--- config.mk ---
export PLATFORM = sky130hd
export DESIGN_NAME = csrFile
export DESIGN_NICKNAME = d
export VERILOG_FILES = /design/src/hdl/csrFile.sv
export SDC_FILE = /design/constraint.sdc
export NUM_CORES = 1
export LEC_CHECK = 0
export ABC_AREA = 1
export BUFFER_PORTS_ARGS = -buffer_cell sky130_fd_sc_hd__buf_2
export CAP_MARGIN = 40
export CORE_MARGIN = 2
export CORE_UTILIZATION = 25
export DETAILED_ROUTE_END_ITERATION = 6
export PLACE_DENSITY = 0.53
export SYNTH_ARGS = -nofsm -noshare
export SYNTH_HDL_FRONTEND = slang
export SYNTH_SLANG_ARGS = --single-unit
--- constraint.sdc ---
create_clock -name clk -period 2.1 [get_ports clk]
set_input_delay 0.21 -clock clk [delete_from_list [all_inputs] [get_ports clk]]
set_output_delay 0.21 -clock clk [all_outputs]
set_load 0.01 [all_outputs]
--- src/hdl/csrFile.sv ---
`timescale 1ns/10ps

module csrFile (
    input  logic        clk,
    input  logic        rst,
    input  logic [29:0] readAddr,
    output logic [31:0] readData,
    input  logic        writeEn,
    input  logic [29:0] writeAddr,
    input  logic [31:0] writeData,
    input  logic [3:0]  writeMask
);
    logic [31:0] csrRegs [4];
    logic [1:0]  readSelReg;

    // Word address bits 1:0 are byte address bits 3:2.
    always_ff @(posedge clk) begin
        readSelReg <= readAddr[1:0];
        readData   <= csrRegs[readSelReg];
    end

    always_ff @(posedge clk) begin
        if (rst) begin
            for (int i = 0; i < 4; i++) begin
                csrRegs[i] <= '0;
            end
        end else if (!writeEn) begin
            for (int b = 0; b < 4; b++) begin
                if (writeMask[b]) begin
                    csrRegs[writeAddr[1:0]][8*b +: 8] <= writeData[8*b +: 8];
                end
            end
        end
    end

endmodule

==> impl_results.md <==
* Simple-gate share of the synthesized area at 24.5%
* Cell Area, Placed at 0.00840 mm^2
* Critical Setup Path Class: flop to flop
* Worst path cell trace: buf_4 -> o21ai_0 -> o22ai_1
* Status: completed
* Syn avg cell area at around 14 um^2
* Final GP Congestion at between 0.7 and 0.8
* Clk pwr share at 40.4%
* Max clock buf depth at 2
* Psw at about 0.0018 W
* FFs w/ async S/R, synth at 0%
* P_int at between 0.005 and 0.006 W
* Most common library cells after synthesis: 128 x edfxtp_1, 96 x nor3_2, 68 x nor2_1
* Hold path endpoint: csrRegs[3][25]
* Synth top area share at 50.6%
* FP Rows at 63
* Pwr/cell area at 848 mW/mm^2
* Initial antenna violation count at 4
* Area leader, netlist: edfxtp_1
* Reg2reg setup slack at 0.69 ns
* Period utilization at around 67%
* Root Buffer: clkbuf_16
* Gate power share at 10.0%
* Max-cap violations at 0
* Die W at roughly 180 um
* TritonCTS Buffers at 17
* Vias in the first global route at 4,720
* Syn_nets at 660
* Pwr Total at 0.00764 W
* Layout Nets at 755
* Slew HR at between 60% and 70%
* Largest family of logic cells by synthesized area: simple AND/OR/NAND/NOR gates
* XOR/XNOR Fraction of Synth Area at 0%
* Compound-Gate Fraction of Synth Area at about 8.6%
* Adder-Cell Fraction of Synth Area at 0%
* Mux contribution to synthesized area at 0%
* Slew at the pin with the worst max-slew slack at 0.517 ns
* Hold WS at 0.142 ns
* Worst clock skew at slightly above 0.01 ns
* Crit-path slowest cell: dfxtp_1
* Hold buffers post-CTS at 2
* TritonRoute pass-1 iters at 4
* Detailed placement HPWL at 11,700 um
* Sw Ratio at a little under a quarter
* Routed wire per std cell at 16.4 um
* Vias per cell at 4.25
* Mapped Area at 0.00760 mm^2
* Post-CTS Setup Inserts at 0
* CTS H-tree depth at 4
* Worst IR drop on VDD at 563 uV
* # IOs at approximately 130
* Hold WC Path Type: primary input to flop
* Max stage delay on crit path at between 0.6 and 0.7 ns
* Initial cell density of the core at 25.5%
* Number of flops mapped to enable cells by yosys at 128
* Area contributors post-synth: edfxtp_1 51%, nor3_2 13%, dfxtp_1 9.0%, nand3_4 6.9%, o21ai_0 3.8%
* Setup TNS at 0 ns
* Critical path required time at 2.44 ns
* CORE AREA at roughly 0.03 mm^2
* GRT Overall Usage at 11.5%
* Area of the die at between 0.03 and 0.04 mm^2
* Hold Path Stages at 3
* RSZ-0062 raised after global routing: no
* Buffers on Ports at 74
* Clk slew on worst S/H paths at 0.07 ns
* Largest net degree at the start of global routing at 39
* Worst path arrival time at 1.75 ns
* Worst setup SP type: flop
* FF-to-FF path depth at 3
* Remaining antenna violation count at 0
* DRC Markers at 0
* Routed Wire Length at 17,400 um
* Fmax at slightly above 700 MHz
* Critical path endpoint category: flop
* Hold path startpoint: writeData[25]
* FF-to-FF End: readData[28]
* Max-slew violations at 0
* DR iter-0 viols at 155
* Layout cells sized above 1 at 42.6%
* Yosys warning count at 0
* Final hold viol count at 0
* Die Y at 178 um
* Area Overhead vs Synth at 18.5%
* Top-count cell post-synth: edfxtp_1
* Clock Latency Late Sink at roughly 0.43 ns
* Final min period at 1.41 ns
* Synth Flop Type: edfxtp_1
* Static leakage at 3.09 nW
* Via count at ~4,500
* Count of state elements after synthesis at 162
* Sequential area share after synthesis at 59.5%
* Synthesized netlist cell count at roughly 560
* Final instance area at 0.00901 mm^2
* RR Startpoint: readSelReg[1]
* Sequential share of power at 49.5%
* First-pass GRT wire length at 26,900 um
* CTS tree: done
* # clock sinks at 162
* CTS resizes at 0
* Synth cell types at 24
* Crit-path max FO at 15
* Final setup viols at 0
* Total grt overflow at 0
-- layout make-up --
type,instances,area (um^2)
multi-input combinational,317,2510
sequential,162,4530
tap,390,488
timing repair buffer,120,746
inverter,38,145
antenna,1,2.50
fill,3066,20800
clock inverter,6,68.8
clock buffer,26,522
-- placed cells by master (no fill, tap or decap), types with 2 or more instances in the layout --
cell,n
a21oi_4,4
buf_12,2
buf_2,74
buf_4,42
clkbuf_1,5
clkbuf_16,19
clkbuf_8,2
clkinvlp_4,4
dfxtp_1,33
dlygate4sd3_1,2
edfxtp_1,128
inv_1,36
nand3_1,2
nand3_4,30
nand4_4,3
nor2_1,68
nor2_2,2
nor3_2,96
o21ai_0,57
o21ai_1,19
o22ai_1,32
-- worst max path at each step --
stage             startpoint            end  slack, ns  depth (start not counted)
2_1_floorplan            rst  csrRegs[0][0]       0.28                          4
3_3_place_gp             rst  csrRegs[1][6]       0.38                          5
3_5_place_dp             rst  csrRegs[1][5]       0.37                          5
4_1_cts        readSelReg[1]   readData[31]       0.67                          3
5_1_grt        readSelReg[1]   readData[28]       0.60                          3
6_report       readSelReg[1]   readData[28]       0.69                          3
-- per-layer routing --
metal	GRT usage (%)	vias to the layer above	wire (um)
met5	0	-	45
li1	-	2235	-
met4	5.15	6	387
met3	2.77	24	674
met1	13.6	2166	7350
met2	19.8	71	8900
-- power by group through the flow --
stage | Sequential (W) | Clock, W | Combinational, W
after CTS | 0.00379 | 0.00316 | 0.000789
after detailed placement | 0.00385 | 0 | 0.000784
after floorplan | 0.00387 | 0 | 0.000462
after global routing | 0.00381 | 0.00327 | 0.000845
final | 0.00378 | 0.00309 | 0.000767
after global placement | 0.00385 | 0 | 0.000778
-- state kept, by name (all words and copies together), names as in the netlist --
| register | count |
|---|---|
| csrRegs | 128 |
| readSelReg | 2 |
| readData | 32 |
-- metrics by stage --
| stage | setup WS, ns | utilization, % | instances |
|---|---|---|---|
| finish | 0.689 | 30.2 | 1060 |
| global route | 0.599 | 30.2 | 1060 |
| CTS | 0.668 | 30.2 | 1059 |
| detailed placement | 0.368 | 28.2 | 1025 |
| global placement | 0.377 | 28.2 | 1025 |
| floorplan | 0.277 | - | 561 |
-- cells by family after synthesis --
group	count (synthesis)
buffers and inverters	82
AND/OR/NAND/NOR	204
AO/OA/AOI/OAI	113
flip-flops	162
-- worst max-delay path: cells and delay by family, from the launching register on --
family                 cells  cell delay [ns]
DFF                        1             0.64
AOI/OAI and AO/OA          2             0.38
buffers and inverters      1             0.30
Power figures use the tool's default switching activity.
