$ cat src/hdl/lsuPkg.sv
package lsuPkg;

    localparam int SQN_W = 6;
    localparam int TAG_W = 6;

    // Top address byte of the control register page.
    localparam logic [7:0] CSR_PAGE = 8'hFF;

    typedef enum logic [1:0] {
        SIZE_BYTE = 2'd0,
        SIZE_HALF = 2'd1,
        SIZE_WORD = 2'd2
    } LoadSize;

    typedef enum logic {
        FLAGS_NONE   = 1'b0,
        FLAGS_EXCEPT = 1'b1
    } ResultFlags;

    // True when sqN is the same age as refSqN or older.
    // Sequence numbers wrap around, so the sign of the difference decides.
    function automatic logic notYounger(
        input logic [SQN_W-1:0] sqN,
        input logic [SQN_W-1:0] refSqN
    );
        logic signed [SQN_W-1:0] diff;
        diff = sqN - refSqN;
        return diff <= 0;
    endfunction

endpackage
$ cat src/hdl/loadStoreUnit.sv
`timescale 1ns/10ps

module loadStoreUnit (
    input  logic                     clk,
    input  logic                     rst,
    input  logic                     branchTaken,
    input  logic [lsuPkg::SQN_W-1:0] branchSqN,
    input  logic                     ldValid,
    input  logic [31:0]              ldAddr,
    input  lsuPkg::LoadSize          ldSize,
    input  logic                     ldSignExt,
    input  logic [lsuPkg::TAG_W-1:0] ldTag,
    input  logic [lsuPkg::SQN_W-1:0] ldSqN,
    input  logic [3:0]               fwdMask,
    input  logic [31:0]              fwdData,
    input  logic                     drainValid,
    input  logic [31:0]              drainAddr,
    input  logic [31:0]              drainData,
    input  logic [3:0]               drainMask,
    output logic                     memReadEn,
    output logic [29:0]              memReadAddr,
    input  logic [31:0]              memReadData,
    input  logic [31:0]              csrReadData,
    output logic                     memWriteEn,
    output logic                     csrWriteEn,
    output logic [29:0]              writeAddr,
    output logic [31:0]              writeData,
    output logic [3:0]               writeMask,
    output logic                     resValid,
    output logic [31:0]              resData,
    output logic [lsuPkg::TAG_W-1:0] resTag,
    output logic [lsuPkg::SQN_W-1:0] resSqN,
    output lsuPkg::ResultFlags       resFlags
);
    import lsuPkg::*;

    logic ldKeep;
    logic s0Keep;
    logic ldMisaligned;
    logic drainToCsr;

    logic             s0Valid;
    logic [1:0]       s0Offset;
    LoadSize          s0Size;
    logic             s0SignExt;
    logic [TAG_W-1:0] s0Tag;
    logic [SQN_W-1:0] s0SqN;
    logic             s0Except;
    logic             s0IsCsr;
    logic [3:0]       s0FwdMask;
    logic [31:0]      s0FwdData;

    logic             s1Valid;
    logic [1:0]       s1Offset;
    LoadSize          s1Size;
    logic             s1SignExt;
    logic [TAG_W-1:0] s1Tag;
    logic [SQN_W-1:0] s1SqN;
    logic             s1Except;
    logic             s1IsCsr;
    logic [3:0]       s1FwdMask;
    logic [31:0]      s1FwdData;

    logic [31:0] merged;
    logic [7:0]  selByte;
    logic [15:0] selHalf;

    assign ldKeep = ldValid && (!branchTaken || notYounger(ldSqN, branchSqN));
    assign s0Keep = s0Valid && (!branchTaken || notYounger(s0SqN, branchSqN));

    // The read goes out in the load cycle, so data returns when the load is in stage 1.
    assign memReadEn   = !ldKeep;
    assign memReadAddr = ldAddr[31:2];

    assign drainToCsr = drainAddr[31:24] == CSR_PAGE;
    assign memWriteEn = !(drainValid && !drainToCsr);
    assign csrWriteEn = !(drainValid && drainToCsr);
    assign writeAddr  = drainAddr[31:2];
    assign writeData  = drainData;
    assign writeMask  = drainMask;

    always_comb begin
        case (ldSize)
            SIZE_HALF: ldMisaligned = ldAddr[0];
            SIZE_WORD: ldMisaligned = ldAddr[1:0] != 2'b00;
            default:   ldMisaligned = 1'b0;
        endcase
    end

    always_ff @(posedge clk) begin
        if (rst) begin
            s0Valid <= 1'b0;
            s1Valid <= 1'b0;
        end else begin
            s0Valid <= ldKeep;
            s1Valid <= s0Keep;
        end
    end

    always_ff @(posedge clk) begin
        if (ldKeep) begin
            s0Offset  <= ldAddr[1:0];
            s0Size    <= ldSize;
            s0SignExt <= ldSignExt;
            s0Tag     <= ldTag;
            s0SqN     <= ldSqN;
            s0Except  <= ldMisaligned;
            s0IsCsr   <= ldAddr[31:24] == CSR_PAGE;
            s0FwdMask <= fwdMask;
            s0FwdData <= fwdData;
        end
        if (s0Keep) begin
            s1Offset  <= s0Offset;
            s1Size    <= s0Size;
            s1SignExt <= s0SignExt;
            s1Tag     <= s0Tag;
            s1SqN     <= s0SqN;
            s1Except  <= s0Except;
            s1IsCsr   <= s0IsCsr;
            s1FwdMask <= s0FwdMask;
            s1FwdData <= s0FwdData;
        end
    end

    // Forwarded store bytes take priority over what the memory returned.
    always_comb begin
        for (int b = 0; b < 4; b++) begin
            if (s1FwdMask[b]) begin
                merged[8*b +: 8] = s1FwdData[8*b +: 8];
            end else if (s1IsCsr) begin
                merged[8*b +: 8] = csrReadData[8*b +: 8];
            end else begin
                merged[8*b +: 8] = memReadData[8*b +: 8];
            end
        end
    end

    always_comb begin
        selByte = merged[{s1Offset, 3'b000} +: 8];
        selHalf = s1Offset[1] ? merged[31:16] : merged[15:0];
        case (s1Size)
            SIZE_BYTE: resData = {{24{s1SignExt & selByte[7]}}, selByte};
            SIZE_HALF: resData = {{16{s1SignExt & selHalf[15]}}, selHalf};
            default:   resData = merged;
        endcase
    end

    assign resValid = s1Valid;
    assign resTag   = s1Tag;
    assign resSqN   = s1SqN;
    assign resFlags = s1Except ? FLAGS_EXCEPT : FLAGS_NONE;

    // A drained store goes to exactly one target.
    assert property (@(posedge clk) disable iff (rst) memWriteEn || csrWriteEn)
        else $error("memory and CSR write enables are both active");

    // Every result has passed through stage 0 one cycle earlier.
    assert property (@(posedge clk) disable iff (rst) resValid |-> $past(s0Valid))
        else $error("load result without a preceding stage 0 entry");

endmodule

$ cat config.mk
export PLATFORM = sky130hd
export DESIGN_NAME = loadStoreUnit
export DESIGN_NICKNAME = d
export VERILOG_FILES = /design/src/hdl/lsuPkg.sv /design/src/hdl/loadStoreUnit.sv
export SDC_FILE = /design/constraint.sdc
export NUM_CORES = 1
export LEC_CHECK = 0
export ABC_AREA = 1
export BUFFER_PORTS_ARGS = -buffer_cell sky130_fd_sc_hd__buf_2
export CAP_MARGIN = 0
export CELL_PAD_IN_SITES_DETAIL_PLACEMENT = 1
export CELL_PAD_IN_SITES_GLOBAL_PLACEMENT = 2
export CORE_MARGIN = 4
export CORE_UTILIZATION = 27
export CTS_BUF_LIST = sky130_fd_sc_hd__clkbuf_8
export DETAILED_ROUTE_END_ITERATION = 7
export PLACE_DENSITY_LB_ADDON = 0.1
export SYNTH_ARGS = -nofsm -noshare
export SYNTH_HDL_FRONTEND = slang
export SYNTH_SLANG_ARGS = --single-unit
$ cat constraint.sdc
create_clock -name clk -period 8.4 [get_ports clk]
set_clock_uncertainty 0.1 [all_clocks]
set_input_delay 0.42 -clock clk [delete_from_list [all_inputs] [get_ports clk]]
set_output_delay 0.42 -clock clk [all_outputs]
set_load 0.02 [all_outputs]
==> flow_metrics.py, run 1 <==
metrics = {
    "sta": {
        "period_minus_slack_ns": 3.550,
        "setup_viol": 0,
        "max_freq_mhz": 281.7,
        "fin_crit_sh": 0.4227,
        "drv_slew": 0,
        "tightest_slew_ns": 0.7855,
        "maxSlewHeadroom": 0.4764,
        "whs_ns": 0.08379,
        "hold_viol": 0,
        "setup_slack_ns": 4.850,
        "tns_ns": 0,
        "rsz0062_at_grt": "no",
    },
    "routing": {
        "ant_nets": 0,
        "wire_per_inst_um": 18.28,
        "post-route-drc-count": 0,
        "vias": 4413,
        "via_per_inst": 4.449,
        "dr.pass1.iters": 4,
        "drtIter0Drc": 156,
        "wirelength_um": 18130,
    },
    "worst_setup_path": {
        "cp_max_fo": 16,
        "crit_type": "reg -> out",
        "worstPathRequired_ns": 7.88,
        "crit_arrival_ns": 3.03,
        "setup.worst_path.end_class": "primary output",
        "critPathLaunchType": "flip-flop",
    },
    "placement": {
        "place_worst_setup_slack_ns": 5.058,
        "io_buffers": 208,
        "dp_cells": 976,
        "place_hpwl_um": 14020,
        "place_congestion": 0.8076,
    },
    "grt": {
        "grt_start_max_net_pins": 56,
        "overflow": 0,
        "grtUsageMet3": 0.04483,
        "grt_pass1_vias": 4769,
        "met2_usage": 0.2355,
        "grt_use_total": 0.1432,
        "gr-usage-met1": 0.1756,
        "top_usage_layer": "met2",
        "antenna_found_initial": 2,
        "grt_pass1_wl_um": 26960,
    },
    "synthesis": {
        "synth_edf_count": 110,
        "syn-instance-count": 599,
        "ys_dominant_reg_cell": "edfxtp_1",
        "avgSynthCellArea_um2": 10.15,
        "syn_nets": 839,
        "ys_async_sr_fraction": 0,
        "synthDistinctLibCells": 32,
        "yosys_register_bits": 112,
        "seq_area_frac_synth": 0.5499,
        "syn_area_um2": 6080,
        "yosysWarnings": 0,
    },
    "finish": {
        "area_delta_synth_final_pct": 12.66,
        "finalNetCount": 947,
        "drive_gt1_frac": 0.3596,
        "n_antenna_cell": 0,
        "final_cells": 992,
    },
    "cts": {
        "clockBufferDepth": 2,
        "ctsHtreeMaxLevel": 3,
        "cts-root-buf": "clkbuf_8",
        "hold_buffers": 0,
        "clock-sinks": 112,
        "cts_resized": 0,
        "numCtsBuffers": 9,
        "clkTransAtPathRegs_ns": 0.12,
        "worstSkewPairLatency_ns": 0.39,
        "cts_tree": "built",
        "cts_setup_buffers": 0,
    },
    "die": {
        "die_area_um2": 24980,
        "coreArea_um2": 21960,
        "die_h_um": 158.1,
        "initial_core_util": 0.2769,
        "die_w_um": 158.1,
        "io_pins": 371,
        "core.rowCount": 54,
    },
    "run_status": {
        "status": "finished clean",
    },
    "min_path": {
        "worstHoldPathType": "in -> reg",
    },
    "power_and_ir_drop": {
        "max-vdd-ir-drop_v": 0.00007409,
        "p_leak_uw": 0.003076,
        "powerDensity_nw_per_um2": 170.1,
    },
    "run": {
        "drv_cap": 0,
    },
}
per-layer routing:
metal / part of all wire / vias up
met3: 0.071 / 56
li1: - / 2151
met4: 0.030 / 4
met1: 0.41 / 2047
met2: 0.48 / 155
met5: 0.0020 / -
where the power goes:
| group | switching (uW) | internal (uW) | total [uW] |
|---|---|---|---|
| clock network | 209 | 117 | 326 |
| logic | 101 | 61.0 | 162 |
| registers | 10.9 | 666 | 677 |
worst paths after layout:
kind	start	slack, ns	end	cells past startpoint
max	s1Size[1]	4.85	resData[30]	4
min	rst	0.08	s0Valid	2
max reg2reg	s0SqN[0]	5.53	s1FwdData[18]	12
min reg2reg	s0FwdMask[1]	0.32	s1FwdMask[1]	0
registers in the layout, indices dropped and copies added (netlist names), 2 cells and up:
register and count:
s0FwdData 32, s1FwdData 32, resSqN 6, resTag 6, s0SqN 6, s0Tag 6, s0FwdMask 4, s1FwdMask 4
s0Offset 2, s0Size 2, s1Offset 2, s1Size 2
placed cells by master (no fill, tap or decap), types with 2 or more instances in the layout:
master	count
fa_1	2
clkinv_8	2
buf_4	3
or2_1	5
inv_2	3
nand2_2	3
nand3_2	11
buf_2	208
nand2_1	128
clkinv_4	2
clkbuf_8	9
nor2_1	23
o21ai_0	30
a21oi_1	24
ha_1	12
edfxtp_1	110
nand4_1	7
nand3_1	54
or2_2	10
mux2i_1	2
o211ai_1	7
nor3_1	2
inv_1	41
o221ai_1	3
inv_8	2
dfxtp_1	2
kinds of logic after synthesis:
| logic type | count (synthesis) | share of synthesized area |
|---|---|---|
| compound gates | 66 | 0.06030 |
| buf+inv | 157 | 0.1655 |
| fa+ha+maj | 14 | 0.03128 |
| flops | 112 | 0.5499 |
| mux | 2 | 0.003293 |
| simple gates | 247 | 0.1883 |
| xor+xnor | 1 | 0.001441 |
cell type report:
type	instances	area [um^2]
clock buffer	9	123.9
clock inverter	7	76.32
fill	2594	15110
inverter	43	161.4
multi-input combinational	330	1730
sequential	112	3343
tap	280	350.3
timing repair buffer	211	1064
worst max-delay path: stages, from the launching register on:
cell      delay [ns]
edfxtp_1        0.63
nor2_1          0.67
nand3_1         0.72
nand3_1         0.40
buf_2           0.21
cells in the mapped netlist (all sizes together), types with 3 or more instances:
cell	n	share of area
a21oi	24	0.020
buf	107	0.13
clkbuf	7	0.0043
edfxtp	110	0.54
ha	12	0.025
inv	43	0.027
nand2	132	0.084
nand3	65	0.063
nand4	7	0.0072
nor2	24	0.015
o211ai	8	0.011
o21ai	31	0.026
o221ai	3	0.0043
or2	16	0.016
through the flow:
stage	power [uW]	utilization	area, um^2
6_report	1165	0.3119	6849
4_1_cts	1189	0.3119	6849
2_1_floorplan	837.3	-	6080
3_3_place_gp	851.8	0.3028	6649
3_5_place_dp	857.3	0.3028	6649
5_1_grt	1235	0.3119	6849
No activity file was read; power rests on OpenSTA's default activity.
==> inputs of run 2 (changes only) <==
--- a/config.mk
+++ b/config.mk
@@ -11,7 +11,7 @@
 export CELL_PAD_IN_SITES_DETAIL_PLACEMENT = 1
 export CELL_PAD_IN_SITES_GLOBAL_PLACEMENT = 2
 export CORE_MARGIN = 4
-export CORE_UTILIZATION = 27
+export CORE_UTILIZATION = 22
 export CTS_BUF_LIST = sky130_fd_sc_hd__clkbuf_8
 export DETAILED_ROUTE_END_ITERATION = 7
 export PLACE_DENSITY_LB_ADDON = 0.1
==> constraint.sdc (replaced) <==
create_clock -name clk -period 3.15 [get_ports clk]
set_clock_uncertainty 0.1 [all_clocks]
set_input_delay 0.1575 -clock clk [delete_from_list [all_inputs] [get_ports clk]]
set_output_delay 0.1575 -clock clk [all_outputs]
set_load 0.02 [all_outputs]
==> flow_metrics.py, run 2 (synthesis gave the netlist of run 1 again) <==
metrics = {
    "die": {
        "coreArea_um2": 27100,
        "die_w_um": 174.2,
        "die_area_um2": 30360,
        "core.rowCount": 60,
        "io_pins": 371,
        "die_h_um": 174.2,
        "initial_core_util": 0.2243,
    },
    "finish": {
        "mostFrequentLayoutCells": "208 x buf_2, 128 x nand2_1, 110 x edfxtp_1",
        "drive_gt1_frac": 0.3406,
        "fillers": 3155,
        "final_cells": 1147,
        "fin_area_um2": 7665,
        "layout_commonest_cell": "buf_2",
        "finalNetCount": 1010,
        "n_antenna_cell": 0,
        "area_delta_synth_final_pct": 26.08,
        "top_regs": "s0FwdData: 32 flops, s1FwdData: 32 flops",
    },
    "cts": {
        "numCtsBuffers": 9,
        "ctsHtreeMaxLevel": 3,
        "worstSkewPairLatency_ns": 0.38,
        "cts_tree": "built",
        "clkTransAtPathRegs_ns": 0.12,
        "clockBufferDepth": 2,
        "clock-sinks": 112,
        "cts-root-buf": "clkbuf_8",
    },
    "run": {
        "drv_cap": 0,
    },
    "grt": {
        "met2_usage": 0.2072,
        "grt_pass1_wl_um": 29520,
        "antenna_found_initial": 4,
        "grt_use_total": 0.1250,
        "grtUsageMet3": 0.03958,
        "gr-usage-met1": 0.1571,
        "grt_start_max_net_pins": 56,
        "top_usage_layer": "met2",
        "overflow": 0,
        "grt_pass1_vias": 5207,
    },
    "sta": {
        "maxSlewHeadroom": 0.5856,
        "max_freq_mhz": 349.0,
        "hold_viol": 0,
        "setup_slack_ns": 0.2848,
        "tightest_slew_ns": 0.6209,
        "tns_ns": 0,
        "fin_crit_sh": 0.9096,
        "setup_viol": 0,
        "rsz0062_at_grt": "no",
        "drv_slew": 0,
        "period_minus_slack_ns": 2.865,
    },
    "placement": {
        "io_buffers": 208,
        "place_worst_setup_slack_ns": 0.5393,
        "place_congestion": 0.7748,
        "dp_cells": 1074,
        "postPlaceCellArea_um2": 6863,
        "place_hpwl_um": 14840,
    },
    "worst_setup_path": {
        "crit_type": "reg -> out",
        "critPathLaunchType": "flip-flop",
        "cp_max_fo": 18,
        "setup.worst_path.end_class": "primary output",
        "crit_arrival_ns": 2.61,
        "worstPathRequired_ns": 2.89,
    },
    "routing": {
        "drtIter0Drc": 169,
        "via_per_inst": 4.130,
        "wire_per_inst_um": 16.82,
        "post-route-drc-count": 0,
        "wirelength_um": 19300,
        "dr.pass1.iters": 4,
        "ant_nets": 0,
        "vias": 4737,
    },
    "power_and_ir_drop": {
        "max-vdd-ir-drop_v": 0.0001680,
        "p_leak_uw": 0.003363,
        "power_uw": 3271,
        "powerDensity_nw_per_um2": 426.8,
    },
    "min_path": {
        "worstHoldPathType": "in -> reg",
    },
    "run_status": {
        "status": "finished clean",
    },
}
-- run 2: cell types whose count changed in the layout (fill, tap and decap cells not counted), sizes merged --
cell / previous run / this run
buf: 211 / 217
bufinv: 0 / 1
clkinv: 4 / 3
clkinvlp: 0 / 2
dlygate4sd3: 0 / 57
inv: 46 / 44
-- run 2: where the power goes --
part | internal [uW] | total, uW | switching [uW]
registers | 1770 | 1800 | 28.3
clock network | 392 | 961 | 569
logic | 220 | 508 | 288
-- run 2: per-stage QoR --
stage / hold WS [ns] / util
after global placement: 0.2151 / 0.2532
after CTS: 0.1221 / 0.2825
after global routing: 0.1641 / 0.2828
final: 0.1530 / 0.2828
after detailed placement: 0.2151 / 0.2532
after floorplan: 0.1299 / -
-- run 2: final timing paths --
check,startpoint,endpoint,slack [ns],depth (start not counted)
worst max register to register,s0SqN[0],s1FwdData[9],0.58,12
worst min register to register,s0FwdData[4],s1FwdData[4],0.32,0
worst max-delay path,s1Size[1],resData[2],0.28,10
worst min-delay path,branchTaken,resValid,0.15,6
-- run 2: layer usage --
metal / vias up / part of all wire
met4: 8 / 0.017
li1: 2281 / -
met5: - / 0.0021
met1: 2248 / 0.44
met2: 158 / 0.48
met3: 42 / 0.064
-- run 2: final cells by class --
type	instances	area, um^2	area share
Sequential cell	112	3343	0.4362
Multi-Input combinational cell	330	1739	0.2269
Timing Repair Buffer	274	1729	0.2256
Tap cell	372	465.4	0.06072
Inverter	43	165.2	0.02155
Clock buffer	9	123.9	0.01616
Clock inverter	7	98.84	0.01290
-- run 2: worst max-delay path, stage by stage, from the launching register on --
cell and delay [ns]:
edfxtp_1 0.69, inv_1 0.08, buf_4 0.21, nand2_1 0.14, nor2_4 0.09, a21oi_1 0.36
o21ai_0 0.16, a21oi_1 0.16, nor2_1 0.07, nand2_1 0.08, buf_2 0.17
-- run 2: repair_timing --
| item | in CTS | in global routing |
|---|---|---|
| hold buffers | 57 | 0 |
| resized for setup | 0 | 2 |
| endpoints found under the hold margin | 56 | 0 |
| buffers inserted | 0 | 0 |
| setup endpoints to repair | 0 | 25 |
