--- src/hdl/lsuPkg.sv ---
package lsuPkg;

    localparam int SQN_W = 6;
    localparam int TAG_W = 6;

    // Top address byte of the control register page.
    localparam logic [7:0] CSR_PAGE = 8'hFF;

    typedef enum logic [1:0] {
        SIZE_BYTE = 2'd0,
        SIZE_HALF = 2'd1,
        SIZE_WORD = 2'd2
    } LoadSize;

    typedef enum logic {
        FLAGS_NONE   = 1'b0,
        FLAGS_EXCEPT = 1'b1
    } ResultFlags;

    // True when sqN is the same age as refSqN or older.
    // Sequence numbers wrap around, so the sign of the difference decides.
    function automatic logic notYounger(
        input logic [SQN_W-1:0] sqN,
        input logic [SQN_W-1:0] refSqN
    );
        logic signed [SQN_W-1:0] diff;
        diff = sqN - refSqN;
        return diff <= 0;
    endfunction

endpackage
--- src/hdl/storeQueue.sv ---
`timescale 1ns/10ps

module storeQueue #(
    parameter int SQ_DEPTH = 4
) (
    input  logic                     clk,
    input  logic                     rst,
    input  logic                     stValid,
    input  logic [31:0]              stAddr,
    input  logic [31:0]              stData,
    input  logic [3:0]               stMask,
    input  logic [lsuPkg::SQN_W-1:0] stSqN,
    input  logic                     commitValid,
    input  logic [lsuPkg::SQN_W-1:0] commitSqN,
    input  logic                     branchTaken,
    input  logic [lsuPkg::SQN_W-1:0] branchSqN,
    input  logic [31:0]              lookupAddr,
    input  logic [lsuPkg::SQN_W-1:0] lookupSqN,
    output logic [3:0]               fwdMask,
    output logic [31:0]              fwdData,
    output logic                     drainValid,
    output logic [31:0]              drainAddr,
    output logic [31:0]              drainData,
    output logic [3:0]               drainMask
);
    import lsuPkg::*;

    localparam int PTR_W = (SQ_DEPTH > 1) ? $clog2(SQ_DEPTH) : 1;
    localparam int CNT_W = $clog2(SQ_DEPTH + 1);

    logic [31:0]         entAddr [SQ_DEPTH];
    logic [31:0]         entData [SQ_DEPTH];
    logic [3:0]          entMask [SQ_DEPTH];
    logic [SQN_W-1:0]    entSqN [SQ_DEPTH];
    logic [SQ_DEPTH-1:0] entValid;
    logic [SQ_DEPTH-1:0] entCommitted;

    logic [PTR_W-1:0] head;
    logic [PTR_W-1:0] tail;
    logic [PTR_W-1:0] insIdx;
    logic [CNT_W-1:0] count;
    logic [CNT_W-1:0] keepCount;
    logic [CNT_W-1:0] baseCount;
    logic             stEnter;
    logic             full;

    function automatic logic [PTR_W-1:0] wrapIdx(input logic [PTR_W-1:0] base, input int off);
        int sum;
        sum = int'(base) + off;
        return PTR_W'(sum % SQ_DEPTH);
    endfunction

    assign full    = count == CNT_W'(SQ_DEPTH);
    assign stEnter = stValid && (!branchTaken || notYounger(stSqN, branchSqN));

    // Entries are in age order from the head, so the survivors of a branch form a prefix.
    always_comb begin
        keepCount = '0;
        for (int k = 0; k < SQ_DEPTH; k++) begin
            if (k < count && (entCommitted[wrapIdx(head, k)] ||
                              notYounger(entSqN[wrapIdx(head, k)], branchSqN))) begin
                keepCount = CNT_W'(k + 1);
            end
        end
    end

    assign baseCount = branchTaken ? keepCount : count;
    assign insIdx    = branchTaken ? wrapIdx(head, int'(keepCount)) : tail;

    assign drainValid = entValid[head] && entCommitted[head];
    assign drainAddr  = entAddr[head];
    assign drainData  = entData[head];
    assign drainMask  = entMask[head];

    always_ff @(posedge clk) begin
        if (rst) begin
            head         <= '0;
            tail         <= '0;
            count        <= '0;
            entValid     <= '0;
            entCommitted <= '0;
        end else begin
            if (commitValid) begin
                for (int i = 0; i < SQ_DEPTH; i++) begin
                    if (entValid[i] && notYounger(entSqN[i], commitSqN)) begin
                        entCommitted[i] <= 1'b1;
                    end
                end
            end
            if (branchTaken) begin
                for (int k = 0; k < SQ_DEPTH; k++) begin
                    if (k >= keepCount) begin
                        entValid[wrapIdx(head, k)] <= 1'b0;
                    end
                end
            end
            if (drainValid) begin
                entValid[head]     <= 1'b0;
                entCommitted[head] <= 1'b0;
                head               <= wrapIdx(head, 1);
            end
            if (stEnter) begin
                entValid[insIdx]     <= 1'b1;
                entCommitted[insIdx] <= 1'b0;
            end
            tail  <= wrapIdx(insIdx, stEnter ? 1 : 0);
            count <= baseCount + CNT_W'(stEnter) - CNT_W'(drainValid);
        end
    end

    always_ff @(posedge clk) begin
        if (stEnter) begin
            entAddr[insIdx] <= stAddr;
            entData[insIdx] <= stData;
            entMask[insIdx] <= stMask;
            entSqN[insIdx]  <= stSqN;
        end
    end

    // Walk from oldest to youngest so the youngest older store wins each byte.
    always_comb begin
        fwdMask = '0;
        fwdData = '0;
        for (int k = 0; k < SQ_DEPTH; k++) begin
            if (entValid[wrapIdx(head, k)] &&
                entAddr[wrapIdx(head, k)][31:2] == lookupAddr[31:2] &&
                notYounger(entSqN[wrapIdx(head, k)], lookupSqN)) begin
                for (int b = 0; b < 4; b++) begin
                    if (entMask[wrapIdx(head, k)][b]) begin
                        fwdMask[b]       = 1'b1;
                        fwdData[8*b +: 8] = entData[wrapIdx(head, k)][8*b +: 8];
                    end
                end
            end
        end
    end

    assert property (@(posedge clk) disable iff (rst) stValid |-> !full)
        else $error("store arrived while the store queue is full");

endmodule

--- config.mk ---
export PLATFORM = sky130hd
export DESIGN_NAME = storeQueue
export DESIGN_NICKNAME = d
export VERILOG_FILES = /design/src/hdl/lsuPkg.sv /design/src/hdl/storeQueue.sv
export SDC_FILE = /design/constraint.sdc
export NUM_CORES = 1
export LEC_CHECK = 0
export ABC_AREA = 0
export BUFFER_PORTS_ARGS = -buffer_cell sky130_fd_sc_hd__buf_2
export CORE_UTILIZATION = 55
export CTS_CLUSTER_SIZE = 40
export DETAILED_ROUTE_END_ITERATION = 7
export GPL_ROUTABILITY_DRIVEN = 0
export PLACE_DENSITY = 0.75
export SYNTH_ARGS = -nofsm -noshare
export SYNTH_HDL_FRONTEND = slang
export SYNTH_SLANG_ARGS = --single-unit
export TNS_END_PERCENT = 100
--- constraint.sdc ---
create_clock -name clk -period 15.25 [get_ports clk]
set_input_delay 3.05 -clock clk [delete_from_list [all_inputs] [get_ports clk]]
set_output_delay 3.05 -clock clk [all_outputs]
set_load 0.03 [all_outputs]
==> results of run 1 <==
[per-stage QoR]
step	setup WS, ns	total power [W]	cells	hold WS [ns]	utilization
4_1_cts	4.97	0.00301	2350	0.592	0.627
3_3_place_gp	5.53	0.00211	2288	0.558	0.598
3_5_place_dp	5.54	0.00214	2288	0.572	0.598
2_1_floorplan	1.60	0.00186	1614	0.523	-
6_report	5.00	0.00301	2358	0.590	0.628
5_1_grt	4.55	0.00312	2355	0.607	0.628
[worst min-delay path: stages (launching register included)]
cell       delay [ns]
dfxtp_1          0.34
a31oi_1          0.13
a2111oi_0        0.07
[cell usage after synthesis (5+ instances only)]
library cell	n
a21oi_1	67
nor2_1	69
o311a_1	7
o221ai_1	5
buf_6	6
dfxtp_1	17
edfxtp_1	296
buf_1	13
nand3_1	38
clkbuf_1	44
or2_2	14
xnor2_1	108
o21ai_0	51
mux2_2	38
a31oi_1	8
nor2b_1	23
inv_1	45
o22ai_1	5
buf_4	10
and3_1	15
nand2b_1	16
or3_1	8
mux2i_1	122
nand2_1	50
ha_1	73
a21o_1	14
nor4_1	12
xor2_1	76
buf_2	28
nor3_1	8
o21a_1	7
nand4_1	25
mux4_2	225
fa_1	14
a2111oi_0	11
[final cells by class]
type	instances	area (µm²)	share of cell area
diodes	8	20.0	0.000801
clock buffers	41	941	0.0376
clock inverters	21	233	0.00931
inverters	47	176	0.00706
multi-input cells	1153	12400	0.497
flip-flops and latches	313	9240	0.370
well taps	525	657	0.0263
repair buffers	250	1300	0.0519
[per-layer routing]
layer | GRT usage | share of wire | vias to the layer above
met1 | 0.384 | 0.38 | 7974
met2 | 0.481 | 0.50 | 777
met5 | 0 | 0.00069 | -
met4 | 0.0905 | 0.030 | 6
li1 | - | - | 6817
met3 | 0.0521 | 0.090 | 120
[power by group through the flow]
stage	logic [W]	clock network [W]	registers, W
after floorplan	0.000656	0	0.00121
after global placement	0.000896	0	0.00122
after detailed placement	0.000911	0	0.00123
after CTS	0.000919	0.000874	0.00122
after global routing	0.000985	0.000904	0.00124
final	0.000922	0.000864	0.00122
[flip-flops by register name, summed over array words and instances, names as in the netlist, named ones only]
register,flops
count,3
entAddr,128
entCommitted,4
entData,128
entMask,16
entSqN,24
entValid,4
head,2
tail,2
[layout by cell type (no fill, tap or decap), types with 19 or more instances in the layout]
cell       netlist  layout
nor2_1          69      69
xnor2_1        108     108
o21ai_0         51      51
nand4_1         25      25
nand3_1         38      38
buf_4           10      19
nand2_1         50      50
inv_1           45      45
clkbuf_16        0      37
buf_2           28     231
nor2b_1         23      23
mux2_2          38      38
ha_1            73      72
xor2_1          76      76
mux4_2         225     225
a21oi_1         67      65
edfxtp_1       296     296
mux2i_1        122     122
[cells by family after synthesis]
kind of cell,Yosys count
multiplexers,386
XOR/XNOR,184
adder cells (fa/ha/maj),87
flip-flops,313
AND/OR/NAND/NOR,288
AO/OA/AOI/OAI,208
buffers and inverters,148
[worst min path at each step]
stage | start | to | cells past startpoint | slack, ns
after floorplan | entValid[2]$_SDFF_PP0_ | entCommitted[2]$_SDFF_PP0_ | 2 | 0.52
after global placement | entCommitted[0]$_SDFF_PP0_ | entCommitted[0]$_SDFF_PP0_ | 2 | 0.56
after detailed placement | entValid[3]$_SDFF_PP0_ | entCommitted[3]$_SDFF_PP0_ | 2 | 0.57
after CTS | entValid[0]$_SDFF_PP0_ | entCommitted[0]$_SDFF_PP0_ | 2 | 0.59
after global routing | entCommitted[1]$_SDFF_PP0_ | entCommitted[1]$_SDFF_PP0_ | 2 | 0.61
final | entValid[0]$_SDFF_PP0_ | entCommitted[0]$_SDFF_PP0_ | 2 | 0.59
==> run summary, run 1 <==
Leak - 8.43 nW
initial antenna violation count - 10
synthesized flop and latch total - 313
register area share after synthesis - 0.414
cells on worst reg2reg path - 18
initial core utilization - 0.559
DRC Markers - 0
final setup vio count - 0
WL final - 59100 µm
register-to-register setup slack - 6.79 ns
Post-DP HPWL - 40100 µm
CTS tree - yes
Synth Area in Simple Gates - 0.0656
placed cell areas - 0.0238 mm²
router iterations before antenna repair - 6
sequential fraction of design power - 0.406
Setup TNS - 0 ns
Pwr per Cell Area - 120 mW/mm²
area share of fa/ha/maj cells after synthesis - 0.0536
final global-route overflow total - 0
crit end category - primary output
outcome - complete, no violations
required time at the worst-slack endpoint - 12.20 ns
NetSw - 0.000992 W
clk_lat worst skew - 0.53 ns
FF-to-FF End - entData[3][0]$_DFFE_PP_
WL/cell - 25.1 µm
port buffer count - 231
max cap viols - 0
Inserted Clock Buffers - 36
clock slew at reported path FFs - 0.06 ns
CP delay by family, top - simple AND/OR/NAND/NOR gates
drt first-iter violations - 1450
die width - 203 µm
Worst path slowest cell - ha_4
cts repair resizes - 0
Root Buffer - clkbuf_16
f_max - 97.5 MHz
core area - 0.0398 mm²
vias in the first global route - 15.4k
Synth Area in Compound Gates - 0.0615
EDFF count, synth - 296
Die Height - 203 µm
CP Depth - 12
RSZ-0062 raised after global routing - false
largest family of logic cells by synthesized area - multiplexers
Ys Warns - 0
crit path kind - reg -> out
die footprint - 0.0413 mm²
Synth Area in XOR/XNOR - 0.0724
Hold/Removal Path Class - reg -> reg
Crit Path Max Fanout - 78
first-pass GRT wire length - 90200 µm
All-Layer GR Usage - 0.288
maximum vdd ir drop - 0.0000983 V
row count - 73
Slew headroom - 0.208
combinational share of power - 0.307
CP Launch Type - flip-flop
Synth area leaders - edfxtp_1, mux4_2, mux2i_1
Post-DRT Antenna Nets - 0
Crit path largest cell delay - 0.83 ns
clock buffer depth - 3
layout cells sized above 1 - 0.328
Avg Cell Area, Syn - 13.8 µm²
final hold violations - 0
Tmin final - 10.25 ns
fraction of synthesized area in multiplexers - 0.302
Arrival @ worst endpoint - 7.20 ns
Design Area, Final - 0.0250 mm²
Net Count, Synth - 1830
post-synth cell types - 66
CP bufs+invs - 3
Via Count - 15.7k
worst path cell trace - clkinv_1 -> ha_4 -> buf_4 -> mux4_2 -> xnor2_1 -> nand4_1 -> a2111oi_0 -> nand4_1 -> or3_1 -> and3_1 -> o311a_1 -> buf_2
number of setup buffers added after CTS - 0
cell area after synthesis - 0.0223 mm²
Worst Skew - 0.0187 ns
post-synth top area share - 0.399
largest net degree at the start of global routing - 88
htree depth - 2
gate count after technology mapping - 1614
crit path to - fwdData[9]
clk sinks - 313
FFs w/ async S/R, synth - 0
Sw Share - 0.330
# hold bufs at CTS - 0
filler cell count - 3007
fin. max-slew vios - 0
Nets - 2017
IO Pins - 234
P_int - 0.00201 W
vias per std cell - 6.66
FF-to-FF Start - head[1]$_SDFFE_PP0P_
Synth area leader - edfxtp_1
Clk pwr share - 0.288
area grow syn2layout - 12.3%
CP dominant cell by count - nand4_1
Final period util - 0.672
CP startpoint - head[1]$_SDFFE_PP0P_
dominant synthesized flop cell - edfxtp_1
Worst Tran Pin Value - 1.18 ns
No activity file was read; power rests on OpenSTA's default activity.
==> run 2: changes to the inputs <==
PLACE_DENSITY = 0.78   (was 0.75)
clock period = 9.1 ns   (was 15.25 ns; I/O delays follow)
==> run 2 against run 1 <==
Net effect:
- count of clock-buffer cells in the layout rose by 1
- via count rose by 0.69%
- non-clock buffer count increased by 7
- clock power rose by 67%
- power rose by 68%
- worst setup slack got worse by 4.2 ns
- clock skew decreased by 0.0093 ns
- sequential cell count unchanged
- worst hold slack improved by 0.0071 ns
- critical path type unchanged
- largest cell class unchanged
- largest power group unchanged
==> run summary, run 2 (synthesis results as in run 1) <==
outcome - complete, no violations (unchanged)
clk_lat worst skew - 0.53 ns (about the same)
most common cell after layout, fill and taps aside - edfxtp_1 (unchanged)
row count - 73 (unchanged)
max cap viols - 0 (unchanged)
Worst Tran Pin Value - 1.05 ns (was 1.18 ns)
final setup vio count - 0 (unchanged)
vias per std cell - 6.69 (was 6.66)
Die Height - 203 µm (unchanged)
maximum vdd ir drop - 0.000174 V (was 0.0000983 V)
Post-DRT Antenna Nets - 0 (unchanged)
htree depth - 2 (unchanged)
cts repair resizes - 0 (unchanged)
drt first-iter violations - 1495 (was 1450)
sequential fraction of design power - 0.405 (was 0.406)
Pwr per Cell Area - 201 mW/mm² (was 120 mW/mm²)
P_int - 0.00338 W (was 0.00201 W)
clock buffer depth - 3 (unchanged)
Crit Path Max Fanout - 93 (was 78)
Post-DP HPWL - 40900 µm (was 40100 µm)
routing usage on met2 - 0.468 (was 0.481)
port buffer count - 231 (unchanged)
filler cell count - 2919 (was 3007)
# hold bufs at CTS - 0 (unchanged)
initial antenna violation count - 12 (was 10)
Worst Skew - 0.00941 ns (was 0.0187 ns)
All-Layer GR Usage - 0.288 (about the same)
NetSw - 0.00166 W (was 0.000992 W)
crit path kind - reg -> out (unchanged)
WL/cell - 25.0 µm (was 25.1 µm)
core area - 0.0398 mm² (unchanged)
router iterations before antenna repair - 5 (was 6)
Via Count - 15.8k (was 15.7k)
final global-route overflow total - 0 (unchanged)
commonest cells after routing, fill and taps aside - edfxtp_1, buf_2, mux4_2 (unchanged)
die width - 203 µm (unchanged)
met3 usage - 0.0586 (was 0.0521)
f_max - 120 MHz
CTS tree - yes (unchanged)
Inserted Clock Buffers - 35 (was 36)
Leak - 8.46 nW (was 8.43 nW)
vias in the first global route - 15.8k (was 15.4k)
initial core utilization - 0.559 (unchanged)
Hold/Removal Path Class - reg -> reg (unchanged)
final hold violations - 0 (unchanged)
number of setup buffers added after CTS - 0 (unchanged)
largest net degree at the start of global routing - 94 (was 88)
final worst slack - 0.776 ns (was 5.00 ns)
Tmin final - 8.32 ns
top flop regs - entAddr: 128 flops, entData: 128 flops, entSqN: 24 flops (unchanged)
CP Launch Type - flip-flop (unchanged)
Hold WS - 0.597 ns (was 0.590 ns)
combinational share of power - 0.310 (was 0.307)
IO Pins - 234 (unchanged)
layout cells sized above 1 - 0.329 (was 0.328)
first-pass GRT wire length - 90300 µm (was 90200 µm)
Setup TNS - 0 ns (unchanged)
Setup WS pre-CTS - 1.30 ns (was 5.54 ns)
met1 GRT Util - 0.381 (was 0.384)
Root Buffer - clkbuf_16 (unchanged)
fin. max-slew vios - 0 (unchanged)
WL final - 59000 µm (was 59100 µm)
DRC Markers - 0 (unchanged)
area grow syn2layout - 12.7% (was 12.3%)
clock slew at reported path FFs - 0.06 ns (about the same)
register-to-register setup slack - 1.32 ns (was 6.79 ns)
Nets - 2023 (was 2017)
Slew headroom - 0.302 (was 0.208)
required time at the worst-slack endpoint - 7.28 ns (was 12.20 ns)
Final period util - 0.915
crit end category - primary output (unchanged)
Arrival @ worst endpoint - 6.50 ns (was 7.20 ns)
RSZ-0062 raised after global routing - false (unchanged)
Top Usage Layer GRT - met2 (unchanged)
die footprint - 0.0413 mm² (unchanged)
Clk pwr share - 0.285 (was 0.288)
Sw Share - 0.329 (was 0.330)
clk sinks - 313 (unchanged)
## run 2: cell count changes in the layout (fill, tap and decap cells not counted)
cell and delta:
buf_12 +5, buf_4 +2, clkinv_2 -2, clkinv_4 -2, clkbuf_1 +1, clkinv_1 -1, diode_2 +1
## run 2: metrics by stage
stage / std cells / power [W] / instance area [µm²] / util
after floorplan: 1614 / 0.00311 / 22300 / -
after global placement: 2295 / 0.00355 / 23900 / 0.601
after detailed placement: 2295 / 0.00361 / 23900 / 0.601
after CTS: 2353 / 0.00504 / 25100 / 0.630
after global routing: 2360 / 0.00523 / 25100 / 0.630
final: 2362 / 0.00504 / 25100 / 0.630
## run 2: layer usage
| layer | vias up | routed length, µm |
|---|---|---|
| met1 | 8042 | 22700 |
| li1 | 6821 | - |
| met4 | 6 | 1940 |
| met3 | 131 | 5330 |
| met2 | 803 | 29000 |
| met5 | - | 34 |
## run 2: area by class of cell
type | count | area (µm²) | share of cell area
Clock inverter | 16 | 201 | 0.00803
Clock buffer | 42 | 945 | 0.0376
Tap cell | 525 | 657 | 0.0262
Timing Repair Buffer | 257 | 1410 | 0.0563
Sequential cell | 313 | 9240 | 0.368
Antenna cell | 9 | 22.5 | 0.000897
Inverter | 47 | 176 | 0.00703
Multi-Input combinational cell | 1153 | 12400 | 0.496
## run 2: worst paths after layout
check | end | from | cells past startpoint
setup / recovery | fwdData[23] | head[1]$_SDFFE_PP0P_ | 14
hold / removal | entCommitted[3]$_SDFF_PP0_ | entCommitted[3]$_SDFF_PP0_ | 2
setup reg to reg | entData[0][23]$_DFFE_PP_ | head[1]$_SDFFE_PP0P_ | 17
hold reg to reg | entCommitted[3]$_SDFF_PP0_ | entCommitted[3]$_SDFF_PP0_ | 2
## run 2: power by group through the flow
stage	sequential, W	combinational (W)	clock, W
after floorplan	0.00200	0.00111	0
final	0.00204	0.00156	0.00144
after global routing	0.00206	0.00167	0.00150
after CTS	0.00203	0.00156	0.00145
after detailed placement	0.00206	0.00155	0
after global placement	0.00203	0.00152	0
## run 2: worst max-delay path, stage by stage, from the launching register on
cell and delay [ns]:
dfxtp_4 0.65, clkinv_1 0.49, ha_4 0.76, buf_4 0.82
mux4_2 0.67, ha_1 0.34, o21a_1 0.12, or3_1 0.35
o211a_1 0.25, a2111oi_2 0.38, buf_4 0.28, mux2i_1 0.21
mux2i_1 0.08, mux2i_1 0.27, buf_2 0.26
